$ cat src/hw/rv32_pkg.sv
package rv32_pkg;

    localparam int xlen = 32;
    localparam int reg_addr_width = 5;
    localparam int opcode_width = 7;
    localparam int funct3_width = 3;
    localparam int funct7_width = 7;
    localparam int imm_i_width = 12;

    // Major opcodes, RV32I base set.
    localparam logic [opcode_width-1:0] opcode_lui = 7'b0110111;
    localparam logic [opcode_width-1:0] opcode_auipc = 7'b0010111;
    localparam logic [opcode_width-1:0] opcode_jal = 7'b1101111;
    localparam logic [opcode_width-1:0] opcode_jalr = 7'b1100111;
    localparam logic [opcode_width-1:0] opcode_branch = 7'b1100011;
    localparam logic [opcode_width-1:0] opcode_load = 7'b0000011;
    localparam logic [opcode_width-1:0] opcode_store = 7'b0100011;
    localparam logic [opcode_width-1:0] opcode_op_imm = 7'b0010011;
    localparam logic [opcode_width-1:0] opcode_op = 7'b0110011;
    localparam logic [opcode_width-1:0] opcode_misc_mem = 7'b0001111;
    localparam logic [opcode_width-1:0] opcode_system = 7'b1110011;

    localparam logic [funct3_width-1:0] funct3_priv = 3'b000; // Ecall and ebreak.

    typedef struct packed {
        logic [funct7_width-1:0] funct7;
        logic [reg_addr_width-1:0] rs2;
        logic [reg_addr_width-1:0] rs1;
        logic [funct3_width-1:0] funct3;
        logic [reg_addr_width-1:0] rd;
        logic [opcode_width-1:0] opcode;
    } rv32_r_view_t;

    typedef struct packed {
        logic [imm_i_width-1:0] imm; // CSR address for system class.
        logic [reg_addr_width-1:0] rs1;
        logic [funct3_width-1:0] funct3;
        logic [reg_addr_width-1:0] rd;
        logic [opcode_width-1:0] opcode;
    } rv32_i_view_t;

    // Same 32-bit word, register view or immediate view.
    typedef union packed {
        rv32_r_view_t r_view;
        rv32_i_view_t i_view;
    } rv32_instr_t;

endpackage

$ cat src/hw/rv32_bus_ports.sv
`timescale 1ns/1ps

module rv32_bus_ports (
    input  logic clk,
    input  logic reset,

    input  logic instr_req,
    input  logic [rv32_pkg::xlen-1:0] instr_addr,
    input  logic data_read,
    input  logic data_write,
    input  logic [rv32_pkg::xlen-1:0] data_addr,

    output logic iwb_cyc,
    output logic iwb_stb,
    output logic [rv32_pkg::xlen-1:0] iwb_adr,
    input  logic iwb_ack,
    input  logic [rv32_pkg::xlen-1:0] iwb_dat_rd,
    output logic [rv32_pkg::xlen-1:0] instr_rdata,

    output logic dwb_cyc,
    output logic dwb_stb,
    output logic dwb_we,
    output logic [rv32_pkg::xlen-1:0] dwb_adr,
    input  logic dwb_ack,

    output logic instr_read,
    output logic instr_ready,
    output logic data_read_active,
    output logic data_write_active,
    output logic data_ready
);
    logic instr_busy;
    logic data_busy;

    // Instruction port.
    always_ff @(posedge clk) begin
        if (reset) begin
            instr_busy <= 1'b0;
        end else if (instr_busy) begin
            if (iwb_ack) begin
                instr_busy <= 1'b0; // Drops the cycle after ack.
            end
        end else if (instr_req) begin
            instr_busy <= 1'b1;
        end
    end

    always_ff @(posedge clk) begin
        if (!instr_busy && instr_req) begin
            iwb_adr <= instr_addr; // Captured at cycle start.
        end
    end

    assign iwb_cyc = instr_busy;
    assign iwb_stb = instr_busy;
    assign instr_rdata = iwb_dat_rd;
    assign instr_read = instr_busy;
    assign instr_ready = iwb_ack;

    // Data port.
    always_ff @(posedge clk) begin
        if (reset) begin
            data_busy <= 1'b0;
            dwb_we <= 1'b0;
        end else if (data_busy) begin
            if (dwb_ack) begin
                data_busy <= 1'b0;
            end
        end else if (data_read || data_write) begin
            data_busy <= 1'b1;
            dwb_we <= data_write; // Write wins if both are asked.
        end
    end

    always_ff @(posedge clk) begin
        if (!data_busy && (data_read || data_write)) begin
            dwb_adr <= data_addr;
        end
    end

    assign dwb_cyc = data_busy;
    assign dwb_stb = data_busy;
    assign data_read_active = data_busy && !dwb_we;
    assign data_write_active = data_busy && dwb_we;
    assign data_ready = dwb_ack;

    iwb_stb_cyc_a: assert property (@(posedge clk) disable iff (reset)
        iwb_stb |-> iwb_cyc)
        else $error("iwb_stb without iwb_cyc");

    iwb_hold_a: assert property (@(posedge clk) disable iff (reset)
        iwb_stb && !iwb_ack |=> iwb_stb && $stable(iwb_adr))
        else $error("iwb request changed before ack");

    dwb_stb_cyc_a: assert property (@(posedge clk) disable iff (reset)
        dwb_stb |-> dwb_cyc)
        else $error("dwb_stb without dwb_cyc");

    dwb_hold_a: assert property (@(posedge clk) disable iff (reset)
        dwb_stb && !dwb_ack |=> dwb_stb && $stable(dwb_adr) && $stable(dwb_we))
        else $error("dwb request changed before ack");

endmodule

$ cat src/hw/rv32_control.sv
`timescale 1ns/1ps

module rv32_control (
    input  logic clk,
    input  logic reset,

    input  rv32_pkg::rv32_instr_t fetch_instr,
    input  logic fetch_valid,
    input  logic fetch_overwrite_pc,
    input  logic mem_trap,
    input  logic mem_branch_mispredicted,

    input  logic instr_req,
    input  logic [rv32_pkg::xlen-1:0] instr_addr,
    output logic [rv32_pkg::xlen-1:0] instr_rdata,
    input  logic data_read,
    input  logic data_write,
    input  logic [rv32_pkg::xlen-1:0] data_addr,

    output logic iwb_cyc,
    output logic iwb_stb,
    output logic [rv32_pkg::xlen-1:0] iwb_adr,
    input  logic iwb_ack,
    input  logic [rv32_pkg::xlen-1:0] iwb_dat_rd,

    output logic dwb_cyc,
    output logic dwb_stb,
    output logic dwb_we,
    output logic [rv32_pkg::xlen-1:0] dwb_adr,
    input  logic dwb_ack,

    output logic pcgen_stall,
    output logic fetch_stall,
    output logic fetch_flush,
    output logic decode_stall,
    output logic decode_flush,
    output logic execute_stall,
    output logic execute_flush,
    output logic mem_flush,
    output logic writeback_flush
);
    logic [rv32_pkg::reg_addr_width-1:0] rs1_unreg;
    logic [rv32_pkg::reg_addr_width-1:0] rs2_unreg;
    logic rs1_read_unreg;
    logic rs2_read_unreg;
    logic mem_fence_unreg;
    logic [rv32_pkg::reg_addr_width-1:0] decode_rd;
    logic decode_rd_write;
    logic decode_mem_read;
    logic decode_csr_read;
    logic decode_mem_fence;
    logic execute_mem_fence;
    logic instr_read;
    logic instr_ready;
    logic data_read_active;
    logic data_write_active;
    logic data_ready;

    rv32_field_tracker u_field_tracker (
        .clk(clk),
        .reset(reset),
        .fetch_instr(fetch_instr),
        .fetch_valid(fetch_valid),
        .decode_stall(decode_stall),
        .decode_flush(decode_flush),
        .execute_stall(execute_stall),
        .execute_flush(execute_flush),
        .rs1_unreg(rs1_unreg),
        .rs2_unreg(rs2_unreg),
        .rs1_read_unreg(rs1_read_unreg),
        .rs2_read_unreg(rs2_read_unreg),
        .mem_fence_unreg(mem_fence_unreg),
        .decode_rd(decode_rd),
        .decode_rd_write(decode_rd_write),
        .decode_mem_read(decode_mem_read),
        .decode_csr_read(decode_csr_read),
        .decode_mem_fence(decode_mem_fence),
        .execute_mem_fence(execute_mem_fence)
    );

    rv32_bus_ports u_bus_ports (
        .clk(clk),
        .reset(reset),
        .instr_req(instr_req),
        .instr_addr(instr_addr),
        .data_read(data_read),
        .data_write(data_write),
        .data_addr(data_addr),
        .iwb_cyc(iwb_cyc),
        .iwb_stb(iwb_stb),
        .iwb_adr(iwb_adr),
        .iwb_ack(iwb_ack),
        .iwb_dat_rd(iwb_dat_rd),
        .instr_rdata(instr_rdata),
        .dwb_cyc(dwb_cyc),
        .dwb_stb(dwb_stb),
        .dwb_we(dwb_we),
        .dwb_adr(dwb_adr),
        .dwb_ack(dwb_ack),
        .instr_read(instr_read),
        .instr_ready(instr_ready),
        .data_read_active(data_read_active),
        .data_write_active(data_write_active),
        .data_ready(data_ready)
    );

    rv32_hazard_unit u_hazard_unit (
        .rs1_unreg(rs1_unreg),
        .rs1_read_unreg(rs1_read_unreg),
        .rs2_unreg(rs2_unreg),
        .rs2_read_unreg(rs2_read_unreg),
        .mem_fence_unreg(mem_fence_unreg),
        .decode_rd(decode_rd),
        .decode_rd_write(decode_rd_write),
        .decode_mem_read(decode_mem_read),
        .decode_csr_read(decode_csr_read),
        .decode_mem_fence(decode_mem_fence),
        .execute_mem_fence(execute_mem_fence),
        .instr_read(instr_read),
        .instr_ready(instr_ready),
        .data_read_active(data_read_active),
        .data_write_active(data_write_active),
        .data_ready(data_ready),
        .fetch_overwrite_pc(fetch_overwrite_pc),
        .mem_trap(mem_trap),
        .mem_branch_mispredicted(mem_branch_mispredicted),
        .pcgen_stall(pcgen_stall),
        .fetch_stall(fetch_stall),
        .fetch_flush(fetch_flush),
        .decode_stall(decode_stall),
        .decode_flush(decode_flush),
        .execute_stall(execute_stall),
        .execute_flush(execute_flush),
        .mem_flush(mem_flush),
        .writeback_flush(writeback_flush)
    );

endmodule

$ cat src/hw/rv32_field_tracker.sv
`timescale 1ns/1ps

module rv32_field_tracker (
    input  logic clk,
    input  logic reset,

    input  rv32_pkg::rv32_instr_t fetch_instr,
    input  logic fetch_valid,

    input  logic decode_stall,
    input  logic decode_flush,
    input  logic execute_stall,
    input  logic execute_flush,

    output logic [rv32_pkg::reg_addr_width-1:0] rs1_unreg,
    output logic [rv32_pkg::reg_addr_width-1:0] rs2_unreg,
    output logic rs1_read_unreg,
    output logic rs2_read_unreg,
    output logic mem_fence_unreg,

    output logic [rv32_pkg::reg_addr_width-1:0] decode_rd,
    output logic decode_rd_write,
    output logic decode_mem_read,
    output logic decode_csr_read,
    output logic decode_mem_fence,

    output logic execute_mem_fence
);
    logic [rv32_pkg::opcode_width-1:0] opcode;
    logic [rv32_pkg::funct3_width-1:0] sys_funct3;
    logic [rv32_pkg::reg_addr_width-1:0] rd_unreg;
    logic csr_access;
    logic rd_write_unreg;
    logic mem_read_unreg;
    logic csr_read_unreg;

    assign opcode = fetch_instr.r_view.opcode;
    assign sys_funct3 = fetch_instr.i_view.funct3;
    assign csr_access = sys_funct3 != rv32_pkg::funct3_priv;

    assign rs1_unreg = fetch_instr.r_view.rs1;
    assign rs2_unreg = fetch_instr.r_view.rs2;
    assign rd_unreg = fetch_instr.r_view.rd;

    always_comb begin
        rs1_read_unreg = 1'b0;
        rs2_read_unreg = 1'b0;
        rd_write_unreg = 1'b0;
        mem_read_unreg = 1'b0;
        csr_read_unreg = 1'b0;
        mem_fence_unreg = 1'b0;

        if (fetch_valid) begin
            case (opcode)
                rv32_pkg::opcode_lui, rv32_pkg::opcode_auipc, rv32_pkg::opcode_jal: begin
                    rd_write_unreg = 1'b1;
                end
                rv32_pkg::opcode_jalr, rv32_pkg::opcode_op_imm: begin
                    rs1_read_unreg = 1'b1;
                    rd_write_unreg = 1'b1;
                end
                rv32_pkg::opcode_branch, rv32_pkg::opcode_store: begin
                    rs1_read_unreg = 1'b1;
                    rs2_read_unreg = 1'b1;
                end
                rv32_pkg::opcode_load: begin
                    rs1_read_unreg = 1'b1;
                    rd_write_unreg = 1'b1;
                    mem_read_unreg = 1'b1;
                end
                rv32_pkg::opcode_op: begin
                    rs1_read_unreg = 1'b1;
                    rs2_read_unreg = 1'b1;
                    rd_write_unreg = 1'b1;
                end
                rv32_pkg::opcode_misc_mem: begin
                    mem_fence_unreg = 1'b1;
                end
                rv32_pkg::opcode_system: begin
                    if (csr_access) begin
                        rs1_read_unreg = !sys_funct3[2]; // Immediate forms use zimm.
                        rd_write_unreg = 1'b1;
                        csr_read_unreg = 1'b1;
                    end
                end
                default: begin
                    rd_write_unreg = 1'b0; // Unknown opcode is a bubble.
                end
            endcase
        end
    end

    always_ff @(posedge clk) begin
        if (reset || (decode_flush && !decode_stall)) begin
            decode_rd <= '0;
            decode_rd_write <= 1'b0;
            decode_mem_read <= 1'b0;
            decode_csr_read <= 1'b0;
            decode_mem_fence <= 1'b0;
        end else if (!decode_stall) begin
            decode_rd <= rd_unreg;
            decode_rd_write <= rd_write_unreg;
            decode_mem_read <= mem_read_unreg;
            decode_csr_read <= csr_read_unreg;
            decode_mem_fence <= mem_fence_unreg;
        end
    end

    always_ff @(posedge clk) begin
        if (reset || (execute_flush && !execute_stall)) begin
            execute_mem_fence <= 1'b0;
        end else if (!execute_stall) begin
            execute_mem_fence <= decode_mem_fence;
        end
    end

    // A held decode entry is a load or a CSR access, never both.
    decode_class_a: assert property (@(posedge clk) disable iff (reset)
        !(decode_mem_read && decode_csr_read))
        else $error("decode stage holds both mem_read and csr_read");

endmodule

$ cat src/hw/rv32_hazard_unit.sv
`timescale 1ns/1ps

module rv32_hazard_unit (
    input  logic [rv32_pkg::reg_addr_width-1:0] rs1_unreg,
    input  logic rs1_read_unreg,
    input  logic [rv32_pkg::reg_addr_width-1:0] rs2_unreg,
    input  logic rs2_read_unreg,
    input  logic mem_fence_unreg,

    input  logic [rv32_pkg::reg_addr_width-1:0] decode_rd,
    input  logic decode_rd_write,
    input  logic decode_mem_read,
    input  logic decode_csr_read,
    input  logic decode_mem_fence,

    input  logic execute_mem_fence,

    input  logic instr_read,
    input  logic instr_ready,
    input  logic data_read_active,
    input  logic data_write_active,
    input  logic data_ready,

    input  logic fetch_overwrite_pc,
    input  logic mem_trap,
    input  logic mem_branch_mispredicted,

    output logic pcgen_stall,
    output logic fetch_stall,
    output logic fetch_flush,
    output logic decode_stall,
    output logic decode_flush,
    output logic execute_stall,
    output logic execute_flush,
    output logic mem_flush,
    output logic writeback_flush
);
    logic rs1_match;
    logic rs2_match;
    logic load_use;
    logic fence_pending;
    logic instr_wait;
    logic data_wait;
    logic redirect;
    logic mem_stall;

    assign rs1_match = rs1_read_unreg && rs1_unreg == decode_rd;
    assign rs2_match = rs2_read_unreg && rs2_unreg == decode_rd;

    // Result of a load or CSR read is not ready for the next instruction.
    assign load_use = (rs1_match || rs2_match) && |decode_rd && decode_rd_write
        && (decode_mem_read || decode_csr_read);

    assign fence_pending = mem_fence_unreg || decode_mem_fence || execute_mem_fence;
    assign instr_wait = instr_read && !instr_ready;
    assign data_wait = (data_read_active || data_write_active) && !data_ready;
    assign redirect = mem_trap || mem_branch_mispredicted || fetch_overwrite_pc;

    assign mem_stall = 1'b0; // Memory stage never waits.

    assign execute_stall = mem_stall || data_wait;
    assign decode_stall = execute_stall;
    assign fetch_stall = decode_stall || load_use || fence_pending;
    assign pcgen_stall = fetch_stall || instr_wait;

    // Bubble into a stage whose predecessor is held.
    assign fetch_flush = pcgen_stall || redirect;
    assign decode_flush = fetch_stall || redirect;
    assign execute_flush = decode_stall || redirect;
    assign mem_flush = execute_stall;
    assign writeback_flush = mem_stall;

    stall_chain_a: assert #0 (!decode_stall || fetch_stall)
        else $error("decode stalled while fetch runs");

endmodule

$ cat config.mk
export PLATFORM = sky130hd
export DESIGN_NAME = rv32_control
export DESIGN_NICKNAME = d
export VERILOG_FILES = /design/src/hw/rv32_pkg.sv /design/src/hw/rv32_bus_ports.sv /design/src/hw/rv32_control.sv /design/src/hw/rv32_field_tracker.sv /design/src/hw/rv32_hazard_unit.sv
export SDC_FILE = /design/constraint.sdc
export NUM_CORES = 1
export LEC_CHECK = 0
export ABC_AREA = 1
export BUFFER_PORTS_ARGS = -buffer_cell sky130_fd_sc_hd__clkbuf_2
export CORE_AREA = 2 2 97 99
export DETAILED_ROUTE_END_ITERATION = 10
export DIE_AREA = 0 0 99 101
export GPL_TIMING_DRIVEN = 0
export PLACE_DENSITY = 0.75
export SYNTH_ARGS = -nofsm -noshare
export SYNTH_HDL_FRONTEND = slang
export SYNTH_HIERARCHICAL = 1
export SYNTH_SLANG_ARGS = --single-unit
$ cat constraint.sdc
create_clock -name clk -period 2.95 [get_ports clk]
set_input_delay 0 -clock clk [delete_from_list [all_inputs] [get_ports clk]]
set_output_delay 0 -clock clk [all_outputs]
set_load 0.02 [all_outputs]
==> flow_summary.yaml, run 1 <==
cts:
  cts_setup_buffers: 0
  cts_tree: "done"
  clock_latency_ps: 340
  clkTransAtPathRegs_ps: 80
  root_buffer: "clkbuf_8"
  numClockSinks: 77
  cts_buffer_depth: 2
  cts_buffers: 9
  cts.htree.levels: 3
finish:
  area_growth_pct: 61.58
  fillers: 683
  finalInstanceArea_um2: 5384
  multiInputGateArea_um2: 634.4
  finalNonFillerCells: 698
  antenna_cells: 0
  drive_gt1_frac: 0.4838
  regArea_um2: 2182
  final_net_count: 721
die:
  std_cell_rows: 35
  core_area_um2: 8977
  die_x_um: 99
  die_area_um2: 9999
  io_pins: 249
  fp.dieH_um: 101
  start_util: 0.3711
power_and_ir_drop:
  p_seq_frac: 0.512
  ir_drop_mv: 0.2744
  p_comb_frac: 0.213
  clock_power_share: 0.275
  power_density_nw_per_um2: 468.6
  p_switching_mw: 0.7152
  p_leak_nw: 2.635
  totalPowerFinal_mw: 2.523
  swShare: 0.2835
  p_int_mw: 1.808
worst_setup_path:
  r2r_end: "u_field_tracker/decode_rd[0]"
  r2r_start: "u_bus_ports/dwb_cyc"
  critical_path_class: "reg2reg"
  r2r_setup_slack_ps: 840
  r2r_cells: 8
  worstPathMaxFanout: 9
  critPathLaunchType: "register"
  required_ps: 3210
  cp_data_arrival_time_ps: 2380
  critical_path.endpoint_type: "register"
synth:
  seq_area_frac_synth: 0.6549
  ys_warn_count: 6
  synth_seq_cells: 77
  syn_nets: 437
  avgSynthCellArea_um2: 11.18
  synthCells: 298
  synthesis.area_um2: 3332
  ys_types: 25
routing:
  drtPass1Iterations: 4
  drc: 0
  ant_nets: 0
  vias: 3113
  via_per_inst: 4.460
  wire_per_inst_um: 14.58
  drt_iter0_drc: 99
  drt_wl_total_mm: 10.18
global_routing:
  grtUsageTotal: 0.1978
  grt_first_pass_wirelength_mm: 15.08
  grt-ovfl-total: 0
  grt_max_degree: 33
  antenna_found_initial: 0
  first_global_vias: 3018
sta:
  worst_pin_slew_ps: 1229
  setup_tns_ps: 0
  slew_headroom: 0.1798
  worst_slack_ps: 837.4
  slew_viol_final: 0
  fin_skew_ps: 10.93
  min_period_ps: 2113
  fmax_ghz: 0.4734
  rsz0062_at_grt: "no"
  final_hold_viol_count: 0
  min_period_over_period: 0.7161
  setup_viol: 0
placement:
  post-place-ws_ps: 772.1
  port_buffers: 198
  dp_hpwl_mm: 6.914
  detailed_place.area_um2: 4462
  dp_cells: 607
  gp_congestion: 0.8720
worst_hold_path:
  min_from: "fetch_instr[14]"
  hold_path_end: "u_field_tracker/decode_csr_read"
  hp-class: "in2reg"
  min_path_cells: 5
run_status:
  outcome: "finished clean"
job:
  cap_violations: 0
==> critical path, cell delays in order (launching register included) <==
cell and delay (ps):
dfxtp_1 480, inv_2 80, nor2_1 100, nor2_1 60, nor2_1 430, inv_1 290, a21o_1 210, clkbuf_1 210
a21oi_1 180
==> stage by stage <==
step,utilization,hold WS (ps)
floorplan,-,62.44
global placement,0.4970,177.6
detailed placement,0.4970,178.7
CTS,0.5997,30.70
global route,0.5997,49.40
finish,0.5997,48.58
==> per-layer routing <==
metal	vias up	GRT usage	share of wire
met4	0	0.08325	0.029
met5	-	0	0
met3	20	0.05617	0.10
met1	1392	0.2031	0.35
li1	1498	-	-
met2	203	0.3742	0.52
==> cells by family after synthesis <==
logic type | share of synthesized area
buffers and inverters | 0.1547
AND/OR/NAND/NOR | 0.1498
other | 0.001125
AO/OA/AOI/OAI | 0.03943
flip-flops | 0.6549
==> layout make-up <==
class | count | area share
inverters | 35 | 0.02440
repair buffers | 273 | 0.3235
clock buffers | 9 | 0.02301
flip-flops and latches | 77 | 0.4053
well taps | 111 | 0.02580
multi-input cells | 134 | 0.1178
plain buffers | 52 | 0.07135
clock inverters | 7 | 0.008831
==> what timing repair did <==
action	CTS	global route
resized for setup	0	0
endpoints found under the hold margin	73	0
setup endpoints to repair	0	0
hold buffers	75	0
==> power by group through the flow <==
stage          sequential (mW)  clock (mW)  combinational (mW)
2_1_floorplan             1.40           0               0.183
3_3_place_gp              1.31           0               0.441
3_5_place_dp              1.31           0               0.449
4_1_cts                   1.29       0.706               0.532
5_1_grt                   1.30       0.751               0.572
6_report                  1.29       0.693               0.537
==> synthesized netlist by cell type <==
master,count,share of area
edfxtp_1,64,0.58
nand2_1,63,0.071
buf_4,50,0.11
inv_1,28,0.032
nor2_1,23,0.026
dfxtp_1,13,0.078
a21oi_1,11,0.017
nand3_1,10,0.015
inv_2,7,0.0079
nand2_2,5,0.0094
a21oi_2,3,0.0079
nand4_1,3,0.0056
a31oi_1,2,0.0038
nor2_2,2,0.0038
nor3_1,2,0.0030
nor4_4,2,0.013
o21ai_0,2,0.0030
a211oi_1,1,0.0023
a21o_1,1,0.0023
buf_2,1,0.0015
clkbuf_1,1,0.0011
conb_1,1,0.0011
nor2_4,1,0.0034
o21ai_1,1,0.0015
o21bai_1,1,0.0023
==> registers in the layout, indices dropped and copies added (netlist names) <==
signal                             count
u_bus_ports/dwb_adr                   32
u_bus_ports/dwb_cyc                    1
u_bus_ports/dwb_we                     1
u_bus_ports/instr_read                 1
u_bus_ports/iwb_adr                   32
u_field_tracker/decode_csr_read        1
u_field_tracker/decode_mem_fence       1
u_field_tracker/decode_mem_read        1
u_field_tracker/decode_rd              5
u_field_tracker/decode_rd_write        1
u_field_tracker/execute_mem_fence      1
==> placed cells by master, fill, tap and decap left out, types with 3 or more instances in the layout <==
| cell | n |
|---|---|
| clkbuf_2 | 198 |
| buf_4 | 50 |
| nand2_1 | 63 |
| edfxtp_1 | 64 |
| clkbuf_8 | 9 |
| a21oi_1 | 11 |
| nand3_1 | 10 |
| nor2_1 | 23 |
| inv_1 | 28 |
| dfxtp_1 | 13 |
| inv_2 | 7 |
| nand2_2 | 5 |
| dlygate4sd3_1 | 75 |
| a21oi_2 | 3 |
| nand4_1 | 3 |
==> worst max-delay path by stage <==
stage	from	endpoint	slack, ps	depth (start not counted)
3_5_place_dp	fetch_instr[5]	u_field_tracker/decode_mem_fence	770	15
2_1_floorplan	u_bus_ports/dwb_cyc	u_field_tracker/decode_csr_read	850	9
4_1_cts	u_bus_ports/dwb_cyc	u_field_tracker/decode_mem_fence	860	9
5_1_grt	u_bus_ports/dwb_cyc	u_field_tracker/decode_mem_read	630	8
3_3_place_gp	fetch_instr[5]	u_field_tracker/decode_mem_read	870	15
6_report	u_bus_ports/dwb_cyc	u_field_tracker/decode_rd[0]	840	8
Note: power is estimated with default switching activity, not from simulation.
==> inputs of run 2 (changes only) <==
ABC_AREA = 0   (was 1)
CORE_AREA = 2 2 96 98   (was 2 2 97 99)
DIE_AREA = 0 0 98 100   (was 0 0 99 101)
clock period = 2.15 ns   (was 2.95 ns; I/O delays follow)
==> flow_summary.yaml, run 2 <==
cts:
  clock_latency_ps: 340
  root_buffer: "clkbuf_8"
  clkTransAtPathRegs_ps: 90
  cts.htree.levels: 3
  cts_buffer_depth: 2
  cts_setup_buffers: 0
  numClockSinks: 77
  cts_buffers: 9
  cts_tree: "done"
sta:
  worst_pin_slew_ps: 882.2
  fin_skew_ps: 11.70
  slew_headroom: 0.4106
  rsz0062_at_grt: "no"
  slew_viol_final: 0
  final_hold_viol_count: 0
  min_period_over_period: 0.9560
  setup_viol: 0
  min_period_ps: 2055
  fmax_ghz: 0.4865
worst_setup_path:
  critical_path.endpoint_type: "register"
  path_cells: "and2_1 > o21ba_2 > or4_4 > nor2b_2 > o21ai_2 > nor2_1 > a21boi_0 > a311oi_1"
  max_stage_delay_ps: 470
  worstPathMaxFanout: 9
  required_ps: 2400
  cp_slowest_cell: "or4_4"
  critPathLaunchType: "register"
  cp_data_arrival_time_ps: 2300
  critical_path_class: "reg2reg"
run_status:
  outcome: "finished clean"
routing:
  wire_per_inst_um: 14.38
  drt_iter0_drc: 100
  via_per_inst: 4.406
  wl_met1_mm: 3.280
  ant_nets: 0
  wl_met3_um: 764
  highest_layer: "met4"
  drtPass1Iterations: 4
  drt_wl_total_mm: 8.989
  drc: 0
  route.met2.wl_mm: 4.757
  vias: 2754
synth:
  synth_top_family_by_area: "buffers and inverters"
  synth-xor-area-share: 0.02759
  synth_common_cells: "edfxtp_1, buf_4, nor2_1, dfxtp_1, xor2_1"
  ys_types: 42
  synth_top_area_frac: 0.6054
  synth-edff-count: 64
  synthesis.area_um2: 3174
  synth.top_cells.by_area: "edfxtp_1, buf_4, dfxtp_1, xor2_1, nor2_1"
  synthAdderAreaFrac: 0
  yosysMostFrequentCell: "edfxtp_1"
  avgSynthCellArea_um2: 14.36
  ys.flop_type: "edfxtp_1"
  synthCells: 221
  syn_nets: 360
  ys_warn_count: 6
  synthMuxAreaShare: 0.01577
  yosys.area_share.simple: 0.08199
  post-synth-top-area-cell: "edfxtp_1"
  seq_area_frac_synth: 0.6874
  synth_compound_area_frac: 0.06070
  async_reset_ff_frac: 0
  synth_seq_cells: 77
placement:
  dp_hpwl_mm: 6.240
  detailed_place.area_um2: 4318
  port_buffers: 198
  gp_congestion: 0.7823
worst_hold_path:
  hp-class: "in2reg"
finish:
  final_net_count: 648
  drive_gt1_frac: 0.5428
  mostFrequentLayoutCell: "clkbuf_2"
  finalInstanceArea_um2: 5323
  fillers: 692
  area_growth_pct: 67.68
  layout_common_cells: "clkbuf_2, dlygate4sd3_1, edfxtp_1"
  reg_top3: "u_bus_ports/dwb_adr (32), u_bus_ports/iwb_adr (32), u_field_tracker/decode_rd (5)"
  antenna_cells: 0
global_routing:
  grt-ovfl-total: 0
  grt_max_degree: 33
  grtUsageTotal: 0.1752
  grt_first_pass_wirelength_mm: 13.39
  first_global_vias: 2768
  antenna_found_initial: 0
die:
  die_area_um2: 9800
  die_x_um: 98
  core_area_um2: 8890
  io_pins: 249
  std_cell_rows: 35
  start_util: 0.3571
  fp.dieH_um: 100
power_and_ir_drop:
  totalPowerFinal_mw: 3.496
  ir_drop_mv: 0.3059
  power_density_nw_per_um2: 656.9
  p_leak_nw: 2.442
job:
  cap_violations: 0
-- run 2: worst max-delay path, delay by kind of cell (launching register included) --
kind / cells / cell delay (ps)
AO/OA/AOI/OAI: 4 / 710
flip-flops: 1 / 390
AND/OR/NAND/NOR: 4 / 880
-- run 2: metal layers --
metal / track usage / up-vias
met5: 0 / -
met4: 0.06410 / 0
met3: 0.04735 / 17
met2: 0.3224 / 172
met1: 0.1943 / 1239
li1: - / 1326
-- run 2: what timing repair did --
action	CTS	global route
gates cloned	0	0
hold endpoints to repair	76	0
resized for setup	1	6
hold buffers	79	0
endpoints found under the setup margin	1	13
-- run 2: path summary, 6_finish.rpt --
check / start / endpoint / slack (ps) / cells past startpoint
worst max-delay path: u_bus_ports/dwb_cyc / u_field_tracker/decode_rd_write / 90 / 8
worst min-delay path: fetch_instr[3] / u_field_tracker/decode_mem_read / 90 / 4
worst max register to register: u_bus_ports/dwb_cyc / u_field_tracker/decode_rd_write / 90 / 8
worst min register to register: u_field_tracker/decode_csr_read / u_field_tracker/decode_csr_read / 500 / 2
-- run 2: logic make-up (layout without fill, tap and decap cells) --
family,Yosys count,count (layout)
simple gates,48,48
mux,5,5
buf+inv,55,348
compound gates,25,25
other cells,1,1
flops,77,77
xor+xnor,10,10
-- run 2: final cells by class --
class                           count  area [um2]  share of cell area
Timing Repair Buffer              277        1784              0.3352
Sequential cell                    77        2186              0.4107
Multi-Input combinational cell     89       625.6              0.1175
Tap cell                          111       138.9             0.02609
Clock buffer                        9       123.9             0.02327
Buffer                             51       382.9             0.07193
Clock inverter                      7       66.31             0.01246
Inverter                            4       15.01            0.002821
-- run 2: metrics by stage --
| stage | TNS [ps] | hold slack (ps) | setup WS (ps) | instances | utilization |
|---|---|---|---|---|---|
| after detailed placement | -2.410 | 178.7 | -1.793 | 530 | 0.4857 |
| after floorplan | 0 | 72.14 | 33.55 | 221 | - |
| after CTS | 0 | 59.43 | 34.19 | 625 | 0.5962 |
| after global placement | 0 | 177.8 | 68.02 | 530 | 0.4852 |
| final | 0 | 89.89 | 94.70 | 625 | 0.5987 |
| after global routing | 0 | 102.9 | 12.70 | 625 | 0.5987 |
-- run 2: report_power, final --
group	switching [mW]	internal (mW)
Combinational	0.375	0.337
Clock	0.575	0.442
Sequential	0.0401	1.73
Total	0.990	2.51
